`src/hdl/bitsyncPkg.sv`:
```
// Shared types and register map for the bitsync control plane
// Offsets are byte addresses in a 13-bit window; unlisted addresses are unmapped
package bitsyncPkg;

    localparam logic [12:0] BS_TOP_CONTROL     = 13'h000;
    localparam logic [12:0] BS_TOP_CH0_CONTROL = 13'h004;
    localparam logic [12:0] BS_TOP_CH1_CONTROL = 13'h008;
    localparam logic [12:0] BS_TOP_STATUS      = 13'h00C;
    localparam logic [12:0] BS_TOP_DC_GAINS    = 13'h010;

    typedef enum logic [1:0] {
        MODE_OFF  = 2'd0,   // Both channels held unlocked
        MODE_CH0  = 2'd1,
        MODE_CH1  = 2'd2,
        MODE_BOTH = 2'd3
    } bitsyncModeT;

    // Single-cycle access issued by the bus bridge
    typedef struct packed {
        logic        wrEn;
        logic        rdEn;
        logic [12:0] addr;
        logic [31:0] wdata;
        logic [3:0]  wstrb;
    } regReqT;

    typedef struct packed {
        logic [3:0] dac0Select;
        logic [3:0] dac1Select;
        logic [3:0] dac2Select;
        logic       dcRemovalEnable;
        logic       highImpedance;
        logic       singleEnded;
        logic [4:0] dcGain;
    } chanCtrlT;

    // Analog front-end settings, forwarded to the pins untouched
    typedef struct packed {
        logic       singleEnded;
        logic       highImpedance;
        logic [4:0] dcGain;
    } afeCtrlT;

    typedef struct packed {
        logic signed [7:0] sample;
        logic signed [7:0] phaseErr;
        logic              locked;
        logic              symbolValid;
    } monitorT;

endpackage
```
`src/hdl/bitsyncSubsystem.sv`:
```
// Bitsync control plane top; the loop itself is external, phase error and samples come in
// AXI addresses are 13-bit byte addresses
`timescale 1ns/1ps

module bitsyncSubsystem #(
    parameter int LOCK_COUNT   = 8,
    parameter int UNLOCK_COUNT = 4,
    parameter int PHASE_TOL    = 16
) (
    input  logic                 busClk,
    input  logic                 rst,
    input  logic                 awValid,
    output logic                 awReady,
    input  logic [12:0]          awAddr,
    input  logic                 wValid,
    output logic                 wReady,
    input  logic [31:0]          wData,
    input  logic [3:0]           wStrb,
    output logic                 bValid,
    input  logic                 bReady,
    output logic [1:0]           bResp,
    input  logic                 arValid,
    output logic                 arReady,
    input  logic [12:0]          arAddr,
    output logic                 rValid,
    input  logic                 rReady,
    output logic [31:0]          rData,
    output logic [1:0]           rResp,
    input  logic signed [7:0]    ch0Sample,
    input  logic signed [7:0]    ch0PhaseErr,
    input  logic                 ch0SymbolValid,
    output logic [7:0]           ch0Dac0,
    output logic [7:0]           ch0Dac1,
    output logic [7:0]           ch0Dac2,
    output bitsyncPkg::afeCtrlT  ch0AfeCtrl,
    input  logic signed [7:0]    ch1Sample,
    input  logic signed [7:0]    ch1PhaseErr,
    input  logic                 ch1SymbolValid,
    output logic [7:0]           ch1Dac0,
    output logic [7:0]           ch1Dac1,
    output logic [7:0]           ch1Dac2,
    output bitsyncPkg::afeCtrlT  ch1AfeCtrl
);
    import bitsyncPkg::*;

    regReqT      regReq;
    logic [31:0] rdData;
    bitsyncModeT mode;
    chanCtrlT    ch0Ctrl;
    chanCtrlT    ch1Ctrl;
    logic        ch0Locked;
    logic        ch1Locked;
    monitorT     ch0Mon;
    monitorT     ch1Mon;

    assign ch0Mon = '{sample: ch0Sample, phaseErr: ch0PhaseErr,
                      locked: ch0Locked, symbolValid: ch0SymbolValid};
    assign ch1Mon = '{sample: ch1Sample, phaseErr: ch1PhaseErr,
                      locked: ch1Locked, symbolValid: ch1SymbolValid};

    assign ch0AfeCtrl = '{singleEnded: ch0Ctrl.singleEnded,
                          highImpedance: ch0Ctrl.highImpedance, dcGain: ch0Ctrl.dcGain};
    assign ch1AfeCtrl = '{singleEnded: ch1Ctrl.singleEnded,
                          highImpedance: ch1Ctrl.highImpedance, dcGain: ch1Ctrl.dcGain};

    axiLiteRegBridge uBridge (
        .busClk, .rst,
        .awValid, .awReady, .awAddr,
        .wValid, .wReady, .wData, .wStrb,
        .bValid, .bReady, .bResp,
        .arValid, .arReady, .arAddr,
        .rValid, .rReady, .rData, .rResp,
        .regReq, .rdData
    );

    bitsyncTopRegs uRegs (
        .busClk, .rst, .regReq, .rdData,
        .lockStatus ({ch1Locked, ch0Locked}),
        .mode, .ch0Ctrl, .ch1Ctrl
    );

    lockDetector #(.LOCK_COUNT(LOCK_COUNT), .UNLOCK_COUNT(UNLOCK_COUNT),
                   .PHASE_TOL(PHASE_TOL)) uLock0 (
        .busClk, .rst,
        .enable      (mode == MODE_CH0 || mode == MODE_BOTH),
        .symbolValid (ch0SymbolValid),
        .phaseErr    (ch0PhaseErr),
        .locked      (ch0Locked)
    );

    lockDetector #(.LOCK_COUNT(LOCK_COUNT), .UNLOCK_COUNT(UNLOCK_COUNT),
                   .PHASE_TOL(PHASE_TOL)) uLock1 (
        .busClk, .rst,
        .enable      (mode == MODE_CH1 || mode == MODE_BOTH),
        .symbolValid (ch1SymbolValid),
        .phaseErr    (ch1PhaseErr),
        .locked      (ch1Locked)
    );

    dacMonitorMux uMon0 (
        .busClk, .rst, .ctrl (ch0Ctrl), .mon (ch0Mon),
        .dac0 (ch0Dac0), .dac1 (ch0Dac1), .dac2 (ch0Dac2)
    );

    dacMonitorMux uMon1 (
        .busClk, .rst, .ctrl (ch1Ctrl), .mon (ch1Mon),
        .dac0 (ch1Dac0), .dac1 (ch1Dac1), .dac2 (ch1Dac2)
    );

endmodule

```
`src/hdl/dacMonitorMux.sv`:
```
// Three registered test DAC outputs for one channel, selected per DAC
// Select 2 is the DC-removed sample saturated to 8 bits; selects above 3 give zero
`timescale 1ns/1ps

module dacMonitorMux (
    input  logic                  busClk,
    input  logic                  rst,
    input  bitsyncPkg::chanCtrlT  ctrl,
    input  bitsyncPkg::monitorT   mon,
    output logic [7:0]            dac0,
    output logic [7:0]            dac1,
    output logic [7:0]            dac2
);
    import bitsyncPkg::*;

    logic signed [10:0] dcAcc;     // DC estimate scaled by 8
    logic signed [10:0] dcNext;
    logic signed [7:0]  dcEst;
    logic signed [8:0]  diff;
    logic signed [7:0]  dcRemoved;

    assign dcEst = 8'(dcAcc >>> 3);

    // est += (sample - est) / 8 with 3 extra fraction bits
    assign dcNext = dcAcc + 11'(mon.sample) - (dcAcc >>> 3);

    assign diff = 9'(mon.sample) - 9'(dcEst);
    always_comb begin
        if (diff > 9'sd127)
            dcRemoved = 8'sd127;
        else if (diff < -9'sd128)
            dcRemoved = -8'sd128;
        else
            dcRemoved = diff[7:0];
    end

    function automatic logic [7:0] pickSource(input logic [3:0] sel);
        case (sel)
            4'd0:    return mon.sample;
            4'd1:    return mon.phaseErr;
            4'd2:    return ctrl.dcRemovalEnable ? dcRemoved : mon.sample;
            4'd3:    return {8{mon.locked}};
            default: return 8'h00;
        endcase
    endfunction

    always_ff @(posedge busClk) begin
        if (rst || !ctrl.dcRemovalEnable)
            dcAcc <= '0;
        else if (mon.symbolValid)
            dcAcc <= dcNext;
    end

    always_ff @(posedge busClk) begin
        if (rst) begin
            dac0 <= 8'h00;
            dac1 <= 8'h00;
            dac2 <= 8'h00;
        end else begin
            dac0 <= pickSource(ctrl.dac0Select);
            dac1 <= pickSource(ctrl.dac1Select);
            dac2 <= pickSource(ctrl.dac2Select);
        end
    end

endmodule

```
`src/hdl/lockDetector.sv`:
```
// Counted hysteresis on |phaseErr|; a symbol is good when the magnitude is below PHASE_TOL
`timescale 1ns/1ps

module lockDetector #(
    parameter int LOCK_COUNT   = 8,
    parameter int UNLOCK_COUNT = 4,
    parameter int PHASE_TOL    = 16
) (
    input  logic              busClk,
    input  logic              rst,
    input  logic              enable,
    input  logic              symbolValid,
    input  logic signed [7:0] phaseErr,
    output logic              locked
);
    localparam int MAX_COUNT = (LOCK_COUNT > UNLOCK_COUNT) ? LOCK_COUNT : UNLOCK_COUNT;
    localparam int CNT_W     = $clog2(MAX_COUNT + 1);

    logic signed [8:0] errExt;
    logic [8:0]        errMag;
    logic              good;
    logic [CNT_W-1:0]  run;    // Good run while unlocked, bad run while locked

    assign errExt = phaseErr;
    assign errMag = errExt[8] ? -errExt : errExt;   // 9 bits so -128 stays positive
    assign good   = errMag < PHASE_TOL;

    always_ff @(posedge busClk) begin
        if (rst || !enable) begin
            locked <= 1'b0;
            run    <= '0;
        end else if (symbolValid) begin
            if (!locked) begin
                if (!good) begin
                    run <= '0;
                end else if (run == CNT_W'(LOCK_COUNT - 1)) begin
                    locked <= 1'b1;
                    run    <= '0;
                end else begin
                    run <= run + 1'b1;
                end
            end else begin
                if (good) begin
                    run <= '0;
                end else if (run == CNT_W'(UNLOCK_COUNT - 1)) begin
                    locked <= 1'b0;
                    run    <= '0;
                end else begin
                    run <= run + 1'b1;
                end
            end
        end
    end

endmodule

```
`src/hdl/bitsyncTopRegs.sv`:
```
// Control and status registers; byte strobes select which fields a write touches
// Read data is combinational and zero outside a read strobe or for unmapped addresses
`timescale 1ns/1ps

module bitsyncTopRegs (
    input  logic                     busClk,
    input  logic                     rst,
    input  bitsyncPkg::regReqT       regReq,
    output logic [31:0]              rdData,
    input  logic [1:0]               lockStatus,
    output bitsyncPkg::bitsyncModeT  mode,
    output bitsyncPkg::chanCtrlT     ch0Ctrl,
    output bitsyncPkg::chanCtrlT     ch1Ctrl
);
    import bitsyncPkg::*;

    // Merge one write into a channel's CONTROL fields
    function automatic chanCtrlT mergeChan(input chanCtrlT cur, input logic [31:0] d,
                                           input logic [3:0] strb);
        chanCtrlT nxt;
        nxt = cur;
        if (strb[0])
            nxt.dac0Select = d[3:0];
        if (strb[1])
            nxt.dac1Select = d[11:8];
        if (strb[2])
            nxt.dac2Select = d[19:16];
        if (strb[3]) begin
            nxt.singleEnded     = d[29];
            nxt.highImpedance   = d[30];
            nxt.dcRemovalEnable = d[31];
        end
        return nxt;
    endfunction

    function automatic logic [31:0] chanWord(input chanCtrlT c);
        return {c.dcRemovalEnable, c.highImpedance, c.singleEnded, 5'b0,
                4'h0, c.dac2Select,
                4'h0, c.dac1Select,
                4'h0, c.dac0Select};
    endfunction

    always_ff @(posedge busClk) begin
        if (rst) begin
            mode    <= MODE_OFF;
            ch0Ctrl <= '0;
            ch1Ctrl <= '0;
        end else if (regReq.wrEn) begin
            case (regReq.addr)
                BS_TOP_CONTROL: begin
                    if (regReq.wstrb[0])
                        mode <= bitsyncModeT'(regReq.wdata[1:0]);
                end
                BS_TOP_CH0_CONTROL:
                    ch0Ctrl <= mergeChan(ch0Ctrl, regReq.wdata, regReq.wstrb);
                BS_TOP_CH1_CONTROL:
                    ch1Ctrl <= mergeChan(ch1Ctrl, regReq.wdata, regReq.wstrb);
                BS_TOP_DC_GAINS: begin
                    if (regReq.wstrb[0])
                        ch0Ctrl.dcGain <= regReq.wdata[4:0];
                    if (regReq.wstrb[1])
                        ch1Ctrl.dcGain <= regReq.wdata[12:8];
                end
                default: ;  // STATUS and unmapped ignore writes
            endcase
        end
    end

    always_comb begin
        rdData = 32'h0;
        if (regReq.rdEn) begin
            case (regReq.addr)
                BS_TOP_CONTROL:
                    rdData = {30'h0, mode};
                BS_TOP_CH0_CONTROL:
                    rdData = chanWord(ch0Ctrl);
                BS_TOP_CH1_CONTROL:
                    rdData = chanWord(ch1Ctrl);
                BS_TOP_STATUS:
                    rdData = {30'h0, lockStatus};   // {ch1, ch0}
                BS_TOP_DC_GAINS:
                    rdData = {16'h0, 3'b0, ch1Ctrl.dcGain, 3'b0, ch0Ctrl.dcGain};
                default:
                    rdData = 32'h0;
            endcase
        end
    end

endmodule

```
`src/hdl/axiLiteRegBridge.sv`:
```
// AXI4-Lite slave, one outstanding write and one outstanding read; responses always OKAY
// A pending write wins over a pending read for the shared register port
`timescale 1ns/1ps

module axiLiteRegBridge (
    input  logic                   busClk,
    input  logic                   rst,
    input  logic                   awValid,
    output logic                   awReady,
    input  logic [12:0]            awAddr,
    input  logic                   wValid,
    output logic                   wReady,
    input  logic [31:0]            wData,
    input  logic [3:0]             wStrb,
    output logic                   bValid,
    input  logic                   bReady,
    output logic [1:0]             bResp,
    input  logic                   arValid,
    output logic                   arReady,
    input  logic [12:0]            arAddr,
    output logic                   rValid,
    input  logic                   rReady,
    output logic [31:0]            rData,
    output logic [1:0]             rResp,
    output bitsyncPkg::regReqT     regReq,
    input  logic [31:0]            rdData
);
    import bitsyncPkg::*;

    logic        awHeld;
    logic        wHeld;
    logic        rdPend;
    logic [12:0] awAddrQ;
    logic [31:0] wDataQ;
    logic [3:0]  wStrbQ;
    logic [12:0] arAddrQ;
    logic        wrGo;
    logic        rdGo;

    // No new address or data until the previous response has gone out
    assign awReady = !awHeld && !bValid;
    assign wReady  = !wHeld && !bValid;
    assign arReady = !rdPend && !rValid;

    assign wrGo = awHeld && wHeld;
    assign rdGo = rdPend && !wrGo;

    assign bResp = 2'b00;
    assign rResp = 2'b00;

    always_comb begin
        regReq = '0;
        if (wrGo) begin
            regReq.wrEn  = 1'b1;
            regReq.addr  = awAddrQ;
            regReq.wdata = wDataQ;
            regReq.wstrb = wStrbQ;
        end else if (rdGo) begin
            regReq.rdEn = 1'b1;
            regReq.addr = arAddrQ;
        end
    end

    always_ff @(posedge busClk) begin
        if (rst) begin
            awHeld  <= 1'b0;
            wHeld   <= 1'b0;
            rdPend  <= 1'b0;
            bValid  <= 1'b0;
            rValid  <= 1'b0;
            awAddrQ <= '0;
            wDataQ  <= '0;
            wStrbQ  <= '0;
            arAddrQ <= '0;
            rData   <= '0;
        end else begin
            if (awValid && awReady) begin
                awHeld  <= 1'b1;
                awAddrQ <= awAddr;
            end
            if (wValid && wReady) begin
                wHeld  <= 1'b1;
                wDataQ <= wData;
                wStrbQ <= wStrb;
            end
            if (wrGo) begin
                awHeld <= 1'b0;
                wHeld  <= 1'b0;
                bValid <= 1'b1;
            end else if (bValid && bReady) begin
                bValid <= 1'b0;
            end

            if (arValid && arReady) begin
                rdPend  <= 1'b1;
                arAddrQ <= arAddr;
            end
            if (rdGo) begin
                rdPend <= 1'b0;
                rValid <= 1'b1;
                rData  <= rdData;   // Held until rReady
            end else if (rValid && rReady) begin
                rValid <= 1'b0;
            end
        end
    end

endmodule

```
`config.mk`:
```
export PLATFORM = sky130hd
export DESIGN_NAME = bitsyncSubsystem
export DESIGN_NICKNAME = d
export VERILOG_FILES = /design/src/hdl/bitsyncPkg.sv /design/src/hdl/bitsyncSubsystem.sv /design/src/hdl/dacMonitorMux.sv /design/src/hdl/lockDetector.sv /design/src/hdl/bitsyncTopRegs.sv /design/src/hdl/axiLiteRegBridge.sv
export SDC_FILE = /design/constraint.sdc
export NUM_CORES = 1
export LEC_CHECK = 0
export ABC_CLOCK_PERIOD_IN_PS = 3380
export BUFFER_PORTS_ARGS = -buffer_cell sky130_fd_sc_hd__clkbuf_2
export CORE_MARGIN = 8
export CORE_UTILIZATION = 51
export DETAILED_ROUTE_END_ITERATION = 12
export PLACE_DENSITY = 0.74
export SKIP_LAST_GASP = 1
export SYNTH_ARGS = -nofsm -noshare
export SYNTH_HDL_FRONTEND = slang
export SYNTH_SLANG_ARGS = --single-unit
```
`constraint.sdc`:
```
create_clock -name busClk -period 3.38 [get_ports busClk]
set_input_delay 0.676 -clock busClk [delete_from_list [all_inputs] [get_ports busClk]]
set_output_delay 0.676 -clock busClk [all_outputs]
set_load 0.02 [all_outputs]
```
* Yosys cells after proc, flatten, opt, wreduce, memory -nomap -nowiden
Cells that the tools add are included.
** Storage, ports and cells
- Register bits :: 221
- Input bits :: 103
- Output and inout bits :: 103
- Word-level logic and storage cells :: 175
** Cells by class
- Add/sub/neg operators :: 10
- $lt $le $gt $ge :: 6
- Equal/unequal tests :: 29
- Multiplexer cells :: 45
- Reduce and logical (&&, ||, !) cells :: 48
** Operator list (count)
- 8-bit one-hot mux with 4 select lines :: 6
- 32-bit one-hot mux with 5 select lines :: 1
- 4-bit by 2-bit == test with 1-bit output (second input constant) :: 14
- 8-bit 2-to-1 mux :: 6
- 4-bit 2-to-1 mux :: 10
- 36-bit 2-to-1 mux :: 1
- 3-bit AND reduction :: 11
- 32-bit 2-to-1 mux :: 1
- 13-bit by 4-bit == test with 1-bit output (second input constant) :: 2
- 4-bit by 1-bit == test with 1-bit output (second input constant) :: 6
- 4-bit zero test :: 6
- 11-bit by 8-bit adder with 11-bit output :: 2
- 11-bit by 8-bit subtractor with 11-bit output :: 2
- 9-bit by 8-bit greater-than comparator with 1-bit output (second input constant) :: 2
- 9-bit by 5-bit < comparator with 1-bit output (second input constant) :: 2
- 9-bit by 8-bit < comparator with 1-bit output (second input constant) :: 2
- 9-bit 2-to-1 mux :: 2
- 8-bit negator with 9-bit output :: 2
- 8-bit by 8-bit subtractor with 9-bit output :: 2
- 1-bit 2-to-1 mux :: 16
- 14-bit 2-to-1 mux :: 1
- 13-bit by 3-bit == test with 1-bit output (second input constant) :: 1
- 13-bit by 5-bit == test with 1-bit output (second input constant) :: 1
- 13-bit zero test :: 1
- other kinds (10) :: 38

* Longest topological paths before layout
Gate-level depths: netlist of the first run.
- Depth in word-level cells :: 8
- Gate-level depth with buffers :: 12
- Gate-level depth less buffers :: 12

* Modules after synthesis
A second synthesis of the first run with hierarchy kept.
** Unflattened totals
- Cell total of the unflattened synthesis :: 1675
- Area total of the unflattened synthesis :: 14435.1 µm²
** Modules (own cells, without submodules)
- axiLiteRegBridge :: times used 1, cells an instance 528, area each 4962.3 µm², sequential area each 1981.9 µm²
- dacMonitorMux (uMon1) :: times used 1, cells an instance 422, area each 3429.5 µm², sequential area each 700.7 µm²
- dacMonitorMux (uMon0) :: times used 1, cells an instance 378, area each 3057.9 µm², sequential area each 700.7 µm²
- bitsyncTopRegs :: times used 1, cells an instance 263, area each 2287.2 µm², sequential area each 840.8 µm²
- lockDetector :: times used 2, cells an instance 41, area each 345.3 µm², sequential area each 100.1 µm²
- bitsyncSubsystem :: times used 1, cells an instance 2, area each 7.5 µm², sequential area each 0.0 µm²

* Least setup slack after synthesis of the first run
No wires, ideal clock.
- Path type :: input port to flip-flop
- From :: in ch0Sample[1]
- To :: reg uMon0.dcAcc[10]
- Setup time :: 71 ps
- Arrival :: 2937 ps
- Data required time :: 3309 ps
- Slack :: 372 ps
- Stages on the path :: 9
- Buffers on the path :: 0
- Cell sequence :: inv_1 fa_1 fa_1 and2b_1 o31ai_1 a211o_1 and4_1 or4_1 a21oi_1
** Between the ends
- Word-level cells in the longest chain between the ends :: 2
** RTL lines
- start, declared :: line bitsyncSubsystem.sv:29 : input logic signed [7:0] ch0Sample,
- 11-bit by 8-bit adder with 11-bit output :: line dacMonitorMux.sv:25 : assign dcNext = dcAcc + 11'(mon.sample) - (dcAcc >>> 3);
- 11-bit by 8-bit subtractor with 11-bit output :: line dacMonitorMux.sv:25
- end signal, assigned :: line dacMonitorMux.sv:51 : dcAcc <= dcNext;
- end, declared :: line dacMonitorMux.sv:16 : logic signed [10:0] dcAcc;
Every way passes these cells.
A chain may end at the register's enable or synchronous reset.

* Final worst setup path of the first run
- From :: reg uMon0.dcAcc[5]
- To :: reg uMon0.dcAcc[10]
** Between the ends
- Word-level cells in the longest chain between the ends :: 2
** RTL lines (line)
- 11-bit by 8-bit adder with 11-bit output :: dacMonitorMux.sv:25
- 11-bit by 8-bit subtractor with 11-bit output (*) :: dacMonitorMux.sv:25
Every way passes the cells marked *; elsewhere a longest branch is shown, timed or not.

==> summary.txt, run 1 <==
Die ar.: 27300 um^2
Area leader, netlist: dfxtp_1
Slew Viols, Final: 0
Final net count: 1695
Synth async-reset ratio: 0%
CP bufs+invs: 2
DRC violations left: 0
Fin Setup TNS: 0 ns
Switch Pwr: 1590 uW
Ant diodes: 0
Run status: finished clean
Syn avg cell area: 8.10 um^2
Part of the Yosys area used for sequential elements: 33.7%
CTS tree: done
Slew @ Worst Pin: 1.09 ns
Pin count of the biggest net entering global routing: 54
Post-cts resize count: 0
CP Cell Sequence: inv_1 -> fa_1 -> inv_1 -> ha_1 -> or3_1 -> o21ai_0 -> a211o_1 -> a31oi_1 -> or4_1 -> a21oi_1
Maxcap violations: 0
Delay-heaviest family, CP: simple AND/OR/NAND/NOR gates
Clk_skew: 0.0138 ns
Max-slew headroom: 27.4%
Critical Path Stages: 10
Global-route wire length before repair: 51100 um
Root Driver: clkbuf_16
GPL Wtd Cong: 0.936
Detailed Route WL: 32000 um
Core region area: 21800 um^2
Clk network pwr share: 38.5%
Worst setup path class: flop to flop
# IOs: 206
FF-to-FF End: uMon0.dcAcc[10]
Register share of total power: 45.7%
Via-to-Cell Ratio: 5.79
Clock transition at path regs: 0.08 ns
Worst reg2reg path depth: 10
Initial antenna violation count: 0
RSZ-0062 raised after global routing: false
Mapped Cells: 1400
VDD IR max: 0.294 mV
Crit path launch type: flop
CTS sink cnt: 191
Share of the synthesized area in the top cell type: 33.7%
# port buffers: 171
Crit. End Element: flop
DP HPWL: 24800 um
Fmax: 0.351 GHz
Row count: 54
CP startpoint: uMon0.dcAcc[5]
GRT Total Usage: 23.2%
DP Area: 12300 um^2
Switching fraction of total power: 30.5%
Crit path required time: 3.74 ns
Util after Layout: 58.9%
Die height: 165 um
Post-synth EDFFs: 0
Area grow syn2layout: 13.3%
Antenna viol nets, final: 0
Worst-Skew Late Latency: 0.44 ns
Internal power: 3630 uW
DRT iter0 DRCs: 778
Post-route cell area: 12900 um^2
Initial core utilization: 52.0%
WP data arrival: 3.21 ns
Postcts setup bufs: 0
Hold Path Class: input pin to flop
Drt wl/cell: 17.6 um
Final worst setup slack: 0.533 ns
Total gr overflow: 0
Slowest CP cell: fa_1
Die W: 165 um
Final min period: 2.85 ns
Fill count: 2008
Logic pwr share: 15.9%
Pre-CTS setup slack: 0.111 ns
Final Hold Viols: 0
DRT Pass-1 Iters: 5
Crit path capture: uMon0.dcAcc[10]
Most frequent cell after synthesis: dfxtp_1
Most used DFF post-synth: dfxtp_1
CP max FO: 6
Flop2flop setup slack: 0.53 ns
Overall power: 5210 uW
Post-synth top cells: dfxtp_1, nand2_1, a21oi_1, nor2_1, inv_1
Synth warn: 0
H-Tree Level Count: 4
Critical R2R Launch: uMon0.dcAcc[5]
Synthesized flop and latch total: 191
CP dominant cell by count: inv_1
Hold-fix buffer count after cts: 0
Routed via count: 10600
Fraction of layout cells with a size suffix above 1: 17.1%
Top cells by area, synth: dfxtp_1, mux2i_1, nand2_1, a21oi_1, ha_1
Period utilisation layout: 84.2%
Max incr delay on CP: 0.51 ns
Total CTS buffers: 17
Clock Tree Buf Depth: 2
Static leakage power: 0.00566 uW
Post-Syn Area: 11300 um^2
Final setup fails: 0
Vias in the first global route: 10100
Yosys cell types: 80
PwrDens: 406 nW/um^2
==> cell families after synthesis <==
logic type	count (synthesis)	share of synthesized area, %
and+or+nand+nor	465	19.7
AOI/OAI and AO/OA	381	21.5
buffers and inverters	207	8.17
DFF	191	33.7
muxes	83	7.82
adders and majority gates	62	8.29
xor gates and xnor gates	10	0.772
other	1	0.0331
==> placed cells by master, fill, tap and decap left out, types with 6 or more instances in the layout <==
| cell | count |
|---|---|
| a211o_1 | 7 |
| a211oi_1 | 11 |
| a21oi_1 | 120 |
| a221o_1 | 6 |
| a22oi_1 | 43 |
| a31oi_1 | 12 |
| and2_1 | 15 |
| and3_1 | 10 |
| buf_4 | 23 |
| clkbuf_16 | 17 |
| clkbuf_2 | 170 |
| conb_1 | 19 |
| dfxtp_1 | 191 |
| fa_1 | 22 |
| ha_1 | 40 |
| inv_1 | 106 |
| mux2i_1 | 76 |
| nand2_1 | 180 |
| nand2b_1 | 15 |
| nand3_1 | 19 |
| nand4_1 | 11 |
| nor2_1 | 114 |
| nor2b_1 | 10 |
| nor3_1 | 24 |
| nor4_1 | 6 |
| nor4b_1 | 6 |
| o211ai_1 | 17 |
| o21a_1 | 14 |
| o21ai_0 | 78 |
| o21ai_1 | 9 |
| o21bai_1 | 8 |
| o22ai_1 | 8 |
| o31ai_1 | 7 |
| or3_1 | 15 |
| xor2_1 | 7 |
==> worst reg2reg max path, cell delays in order (launching register included) <==
cell     delay [ns]
dfxtp_1        0.36
inv_1          0.10
fa_1           0.51
inv_1          0.04
ha_1           0.35
or3_1          0.36
o21ai_0        0.11
a211o_1        0.16
a31oi_1        0.12
or4_1          0.51
a21oi_1        0.16
==> power by group through the flow <==
stage / combinational [uW] / sequential (uW) / clock, uW
finish: 829 / 2380 / 2010
CTS: 819 / 2380 / 2030
global placement: 799 / 2430 / 0
detailed placement: 814 / 2430 / 0
global route: 915 / 2390 / 2130
floorplan: 550 / 2450 / 0
==> flip-flops by register name, indices dropped and copies added, names as in the netlist, 2 cells and up <==
register / cells
uBridge.rData: 17
uLock1.run: 4
uBridge.wStrbQ: 4
uBridge.arAddrQ: 13
uMon0.dac0: 8
uMon1.dcAcc: 11
uMon0.dac2: 8
uRegs.ch1Ctrl: 20
uMon1.dac0: 8
uLock0.run: 4
uMon1.dac2: 8
uMon0.dac1: 8
uMon0.dcAcc: 11
uRegs.ch0Ctrl: 20
uBridge.awAddrQ: 13
uBridge.wDataQ: 17
uMon1.dac1: 8
uRegs.mode: 2
==> cell type report <==
class	count	area [um^2]	share of cell area, %
clock buffers	18	429	3.34
well taps	280	350	2.73
inverters	107	402	3.12
multi-input cells	1020	6660	51.8
repair buffers	193	1020	7.96
flip-flops and latches	191	3820	29.7
clock inverters	14	164	1.28
==> stage by stage <==
stage,cells,hold slack [ns]
after floorplan,1418,0.431
after global placement,1791,0.438
after detailed placement,1791,0.445
after CTS,1823,0.439
after global routing,1823,0.452
final,1823,0.447
==> how the worst min path moves through the flow <==
stage | start | endpoint | slack [ns] | cells past startpoint
6_report | wData[29] | uBridge.wDataQ[29] | 0.45 | 3
3_5_place_dp | uBridge.rData[0] | uBridge.rData[0] | 0.45 | 2
4_1_cts | wData[29] | uBridge.wDataQ[29] | 0.44 | 3
3_3_place_gp | uBridge.wStrbQ[0] | uBridge.wStrbQ[0] | 0.44 | 2
5_1_grt | wData[4] | uBridge.wDataQ[4] | 0.45 | 3
2_1_floorplan | uRegs.ch1Ctrl[5] | uBridge.rData[29] | 0.43 | 2
==> routing by layer <==
layer | wire length [um] | global-route usage [%] | vias to the layer above
met4 | 606 | 6.96 | 0
met3 | 2420 | 3.59 | 57
met1 | 14700 | 32.1 | 4959
li1 | - | - | 5130
met2 | 14200 | 36.4 | 409
met5 | 0 | 0 | -
(Power assumes the default switching activity.)
==> run 2: changes to the inputs <==
- ABC_AREA: not set -> 1
- ABC_CLOCK_PERIOD_IN_PS: 3380 -> 2350
- PLACE_DENSITY: 0.74 -> 0.77
- clock period: 3.38 -> 2.35 ns (I/O delays scaled with it)
==> run 2 against run 1 <==
Compared with the run above: critical path depth up 1; register-to-register slack lost 0.46 ns; core utilization rose by 3.6 points; largest cell class unchanged; sequential power is 46% higher; critical path type unchanged; cell count up 17%; total power rose by 51%; area after synthesis down 2.7%; combinational power rose by 74%; clock power is 48% higher; wire length is 0.12% lower; sequential share of layout area is 1.3 points lower; die area down 2.4%.
==> summary.txt, run 2 <==
Final setup fails: 0 (unchanged)
DRT Pass-1 Iters: 6 (+1)
Most used DFF post-synth: dfxtp_1
Hold Path Class: input pin to flop
Drt wl/cell: 14.9 um (-15%)
Post-synth EDFFs: 0 (unchanged)
Global-route wire length before repair: 51500 um (+0.84%)
Register share of total power: 43.9% (-1.8 points)
Post-synth top cells: nor2_1, nand2_1, inv_1, dfxtp_1, a21oi_1
DP Area: 12700 um^2 (+3.3%)
CTS tree: done
DRT iter0 DRCs: 963 (+24%)
Syn avg cell area: 6.85 um^2 (-15%)
Static leakage power: 0.00642 uW (+13%)
Internal power: 5470 uW (+51%)
Share of the synthesized area in the top cell type: 34.6% (+0.93 points)
Switching fraction of total power: 30.7% (+0.25 points)
Max incr delay on CP: 0.51 ns (about the same)
Postcts setup bufs: 0 (unchanged)
CP dominant cell by count: inv_1
Part of the Yosys area used for sequential elements: 34.6% (+0.93 points)
Worst Hold End: uBridge.rValid
WHS Path Cells: 2 (-1)
Crit path required time: 2.68 ns (-1.06 ns)
Routed via count: 11300 (+7.0%)
CP max FO: 4 (-2)
Mapped Cells: 1612 (+15%)
Most frequent cell after synthesis: nor2_1
Max-slew headroom: 53.4% (+26 points)
Crit. End Element: flop
Core region area: 21600 um^2 (-1.2%)
Slowest CP cell: fa_1
Delay-heaviest family, CP: adder cells
Clock Tree Buf Depth: 2 (unchanged)
Worst setup path class: flop to flop
Slew Viols, Final: 0 (unchanged)
Largest regs: uRegs.ch0Ctrl: 20 flops, uRegs.ch1Ctrl: 20 flops
Area grow syn2layout: 22.1%
# port buffers: 171 (unchanged)
Hold-fix buffer count after cts: 0 (unchanged)
Overall power: 7890 uW (+51%)
Die ar.: 26600 um^2 (-2.4%)
Root Driver: clkbuf_16
Detailed Route WL: 32000 um (-0.12%)
H-Tree Level Count: 4 (unchanged)
Yosys cell types: 37 (-54%)
Pre-CTS setup slack: -0.267 ns (-0.378 ns)
Clock transition at path regs: 0.08 ns (about the same)
CTS sink cnt: 191 (unchanged)
Switch Pwr: 2420 uW (+53%)
DP HPWL: 24700 um (-0.32%)
Final worst setup slack: 0.0730 ns (-0.460 ns)
Row count: 54 (unchanged)
Maxcap violations: 0 (unchanged)
Pin count of the biggest net entering global routing: 55 (+1.9%)
Finished Layout Cells: 2138 (+17%)
Total gr overflow: 0 (unchanged)
Final net count: 2010 (+19%)
Cell count after placement: 2106 (+18%)
Area leader, netlist: dfxtp_1
Slew @ Worst Pin: 0.698 ns (-0.390 ns)
Total CTS buffers: 17 (unchanged)
Synthesized flop and latch total: 191 (unchanged)
Clk_skew: 0.0131 ns (-0.000797 ns)
CP bufs+invs: 4 (+2)
Logic pwr share: 18.3% (+2.4 points)
Post-Syn Area: 11000 um^2 (-2.7%)
Hold path start: rReady
Clk network pwr share: 37.8% (-0.7 points)
Die height: 163 um (-1.2%)
Critical R2R Launch: uMon1.dcAcc[4]
DRC violations left: 0 (unchanged)
Worst-Skew Late Latency: 0.45 ns (about the same)
Post-route cell area: 13500 um^2 (+4.8%)
Die W: 163 um (-1.2%)
Run status: finished clean
Worst reg2reg path depth: 11 (+1)
# IOs: 206 (unchanged)
CP Cell Sequence: inv_1 -> fa_1 -> inv_1 -> ha_4 -> nand2_1 -> o21ai_2 -> nor2_1 -> buf_4 -> xnor2_1 -> o21ai_0 -> inv_1
Top cells by area, synth: dfxtp_1, nor2_1, nand2_1, inv_1, a21oi_1
Tightest hold margin: 0.203 ns (-0.245 ns)
Ant diodes: 0 (unchanged)
FF-to-FF End: uMon1.dcAcc[5]
Via-to-Cell Ratio: 5.28 (-8.7%)
Synth warn: 0 (unchanged)
Final min period: 2.28 ns (-0.570 ns)
Period utilisation layout: 96.9% (+13 points)
Flop2flop setup slack: 0.07 ns (-0.46 ns)
PwrDens: 586 nW/um^2 (+44%)
Antenna viol nets, final: 0 (unchanged)
Commonest non-fill, non-tap cell in the layout: nor2_1
RSZ-0062 raised after global routing: true
Crit path launch type: flop
Fraction of layout cells with a size suffix above 1: 21.1% (+4.0 points)
Final Hold Viols: 0 (unchanged)
GRT Total Usage: 23.7% (+0.57 points)
Initial antenna violation count: 0 (unchanged)
Fmax: 0.439 GHz (+25%)
Initial core utilization: 51.2% (-0.76 points)
Most frequent cells in the layout: nor2_1, nand2_1, inv_1, dfxtp_1, clkbuf_2
Synth async-reset ratio: 0% (unchanged)
VDD IR max: 0.460 mV (+56%)
GPL Wtd Cong: 0.904 (-3.4%)
Vias in the first global route: 10900 (+7.6%)
WP data arrival: 2.61 ns (-0.60 ns)
run 2: cell count changes after synthesis, sizes merged, moves of 15 or more:
cell and change:
nand3 +76, nand2b -15, clkbuf -26, or3 -15, inv +108, o21ai +25, nor2 +168, nand2 +83
mux2i -78, nor3 +45, nand4 +15, and2 -18, a22oi -43
run 2: layout make-up:
cell class,instances,area [um^2]
Fill cell,1944,8080
Multi-Input combinational cell,1147,6260
Sequential cell,191,3830
Timing Repair Buffer,270,1600
Inverter,218,818
Clock buffer,17,425
Tap cell,280,350
Clock inverter,15,191
run 2: cell families after synthesis:
| logic type | Yosys count | synth area share [%] |
|---|---|---|
| AND/OR/NAND/NOR | 760 | 29.8 |
| buffers and inverters | 292 | 11.4 |
| AO/OA/AOI/OAI | 274 | 13.1 |
| flip-flops | 191 | 34.6 |
| adder cells (fa/ha/maj) | 62 | 8.52 |
| XOR/XNOR | 32 | 2.54 |
| other | 1 | 0.0340 |
run 2: power groups by stage:
stage	Combinational [uW]	Clock (uW)	Sequential, uW
detailed placement	1380	0	3540
floorplan	893	0	3570
CTS	1390	3000	3460
global placement	1350	0	3530
finish	1440	2980	3470
global route	1610	3140	3480
run 2: through the flow:
step	setup TNS [ns]	utilization [%]
2_1_floorplan	0	-
3_5_place_dp	-7.57	58.7
6_report	0	62.5
5_1_grt	-0.209	62.5
3_3_place_gp	-5.30	58.7
4_1_cts	0	61.6
run 2: worst max-delay path by stage:
stage | start | endpoint | slack, ns | cells past startpoint
6_report | uMon1.dcAcc[4] | uMon1.dcAcc[5] | 0.07 | 11
2_1_floorplan | ch1Sample[4] | uMon1.dcAcc[8] | 0.001 | 12
3_5_place_dp | ch1Sample[4] | uMon1.dcAcc[10] | -0.27 | 13
3_3_place_gp | ch1Sample[4] | uMon1.dcAcc[8] | -0.21 | 13
4_1_cts | uMon1.dcAcc[4] | uMon1.dcAcc[7] | 0.003 | 12
5_1_grt | uMon1.dcAcc[1] | uMon1.dcAcc[5] | -0.07 | 11
run 2: timing repair:
item                                    CTS  global route
endpoints found under the setup margin    4            60
pin swaps                                 1             9
resized for setup                         3            51
run 2: per-layer routing:
metal	wire, um	global-route usage (%)	vias up
met3	2680	5.14	77
met4	1100	10.5	0
li1	-	-	5637
met5	0	0	-
met1	13400	29.4	5111
met2	14800	39.0	472
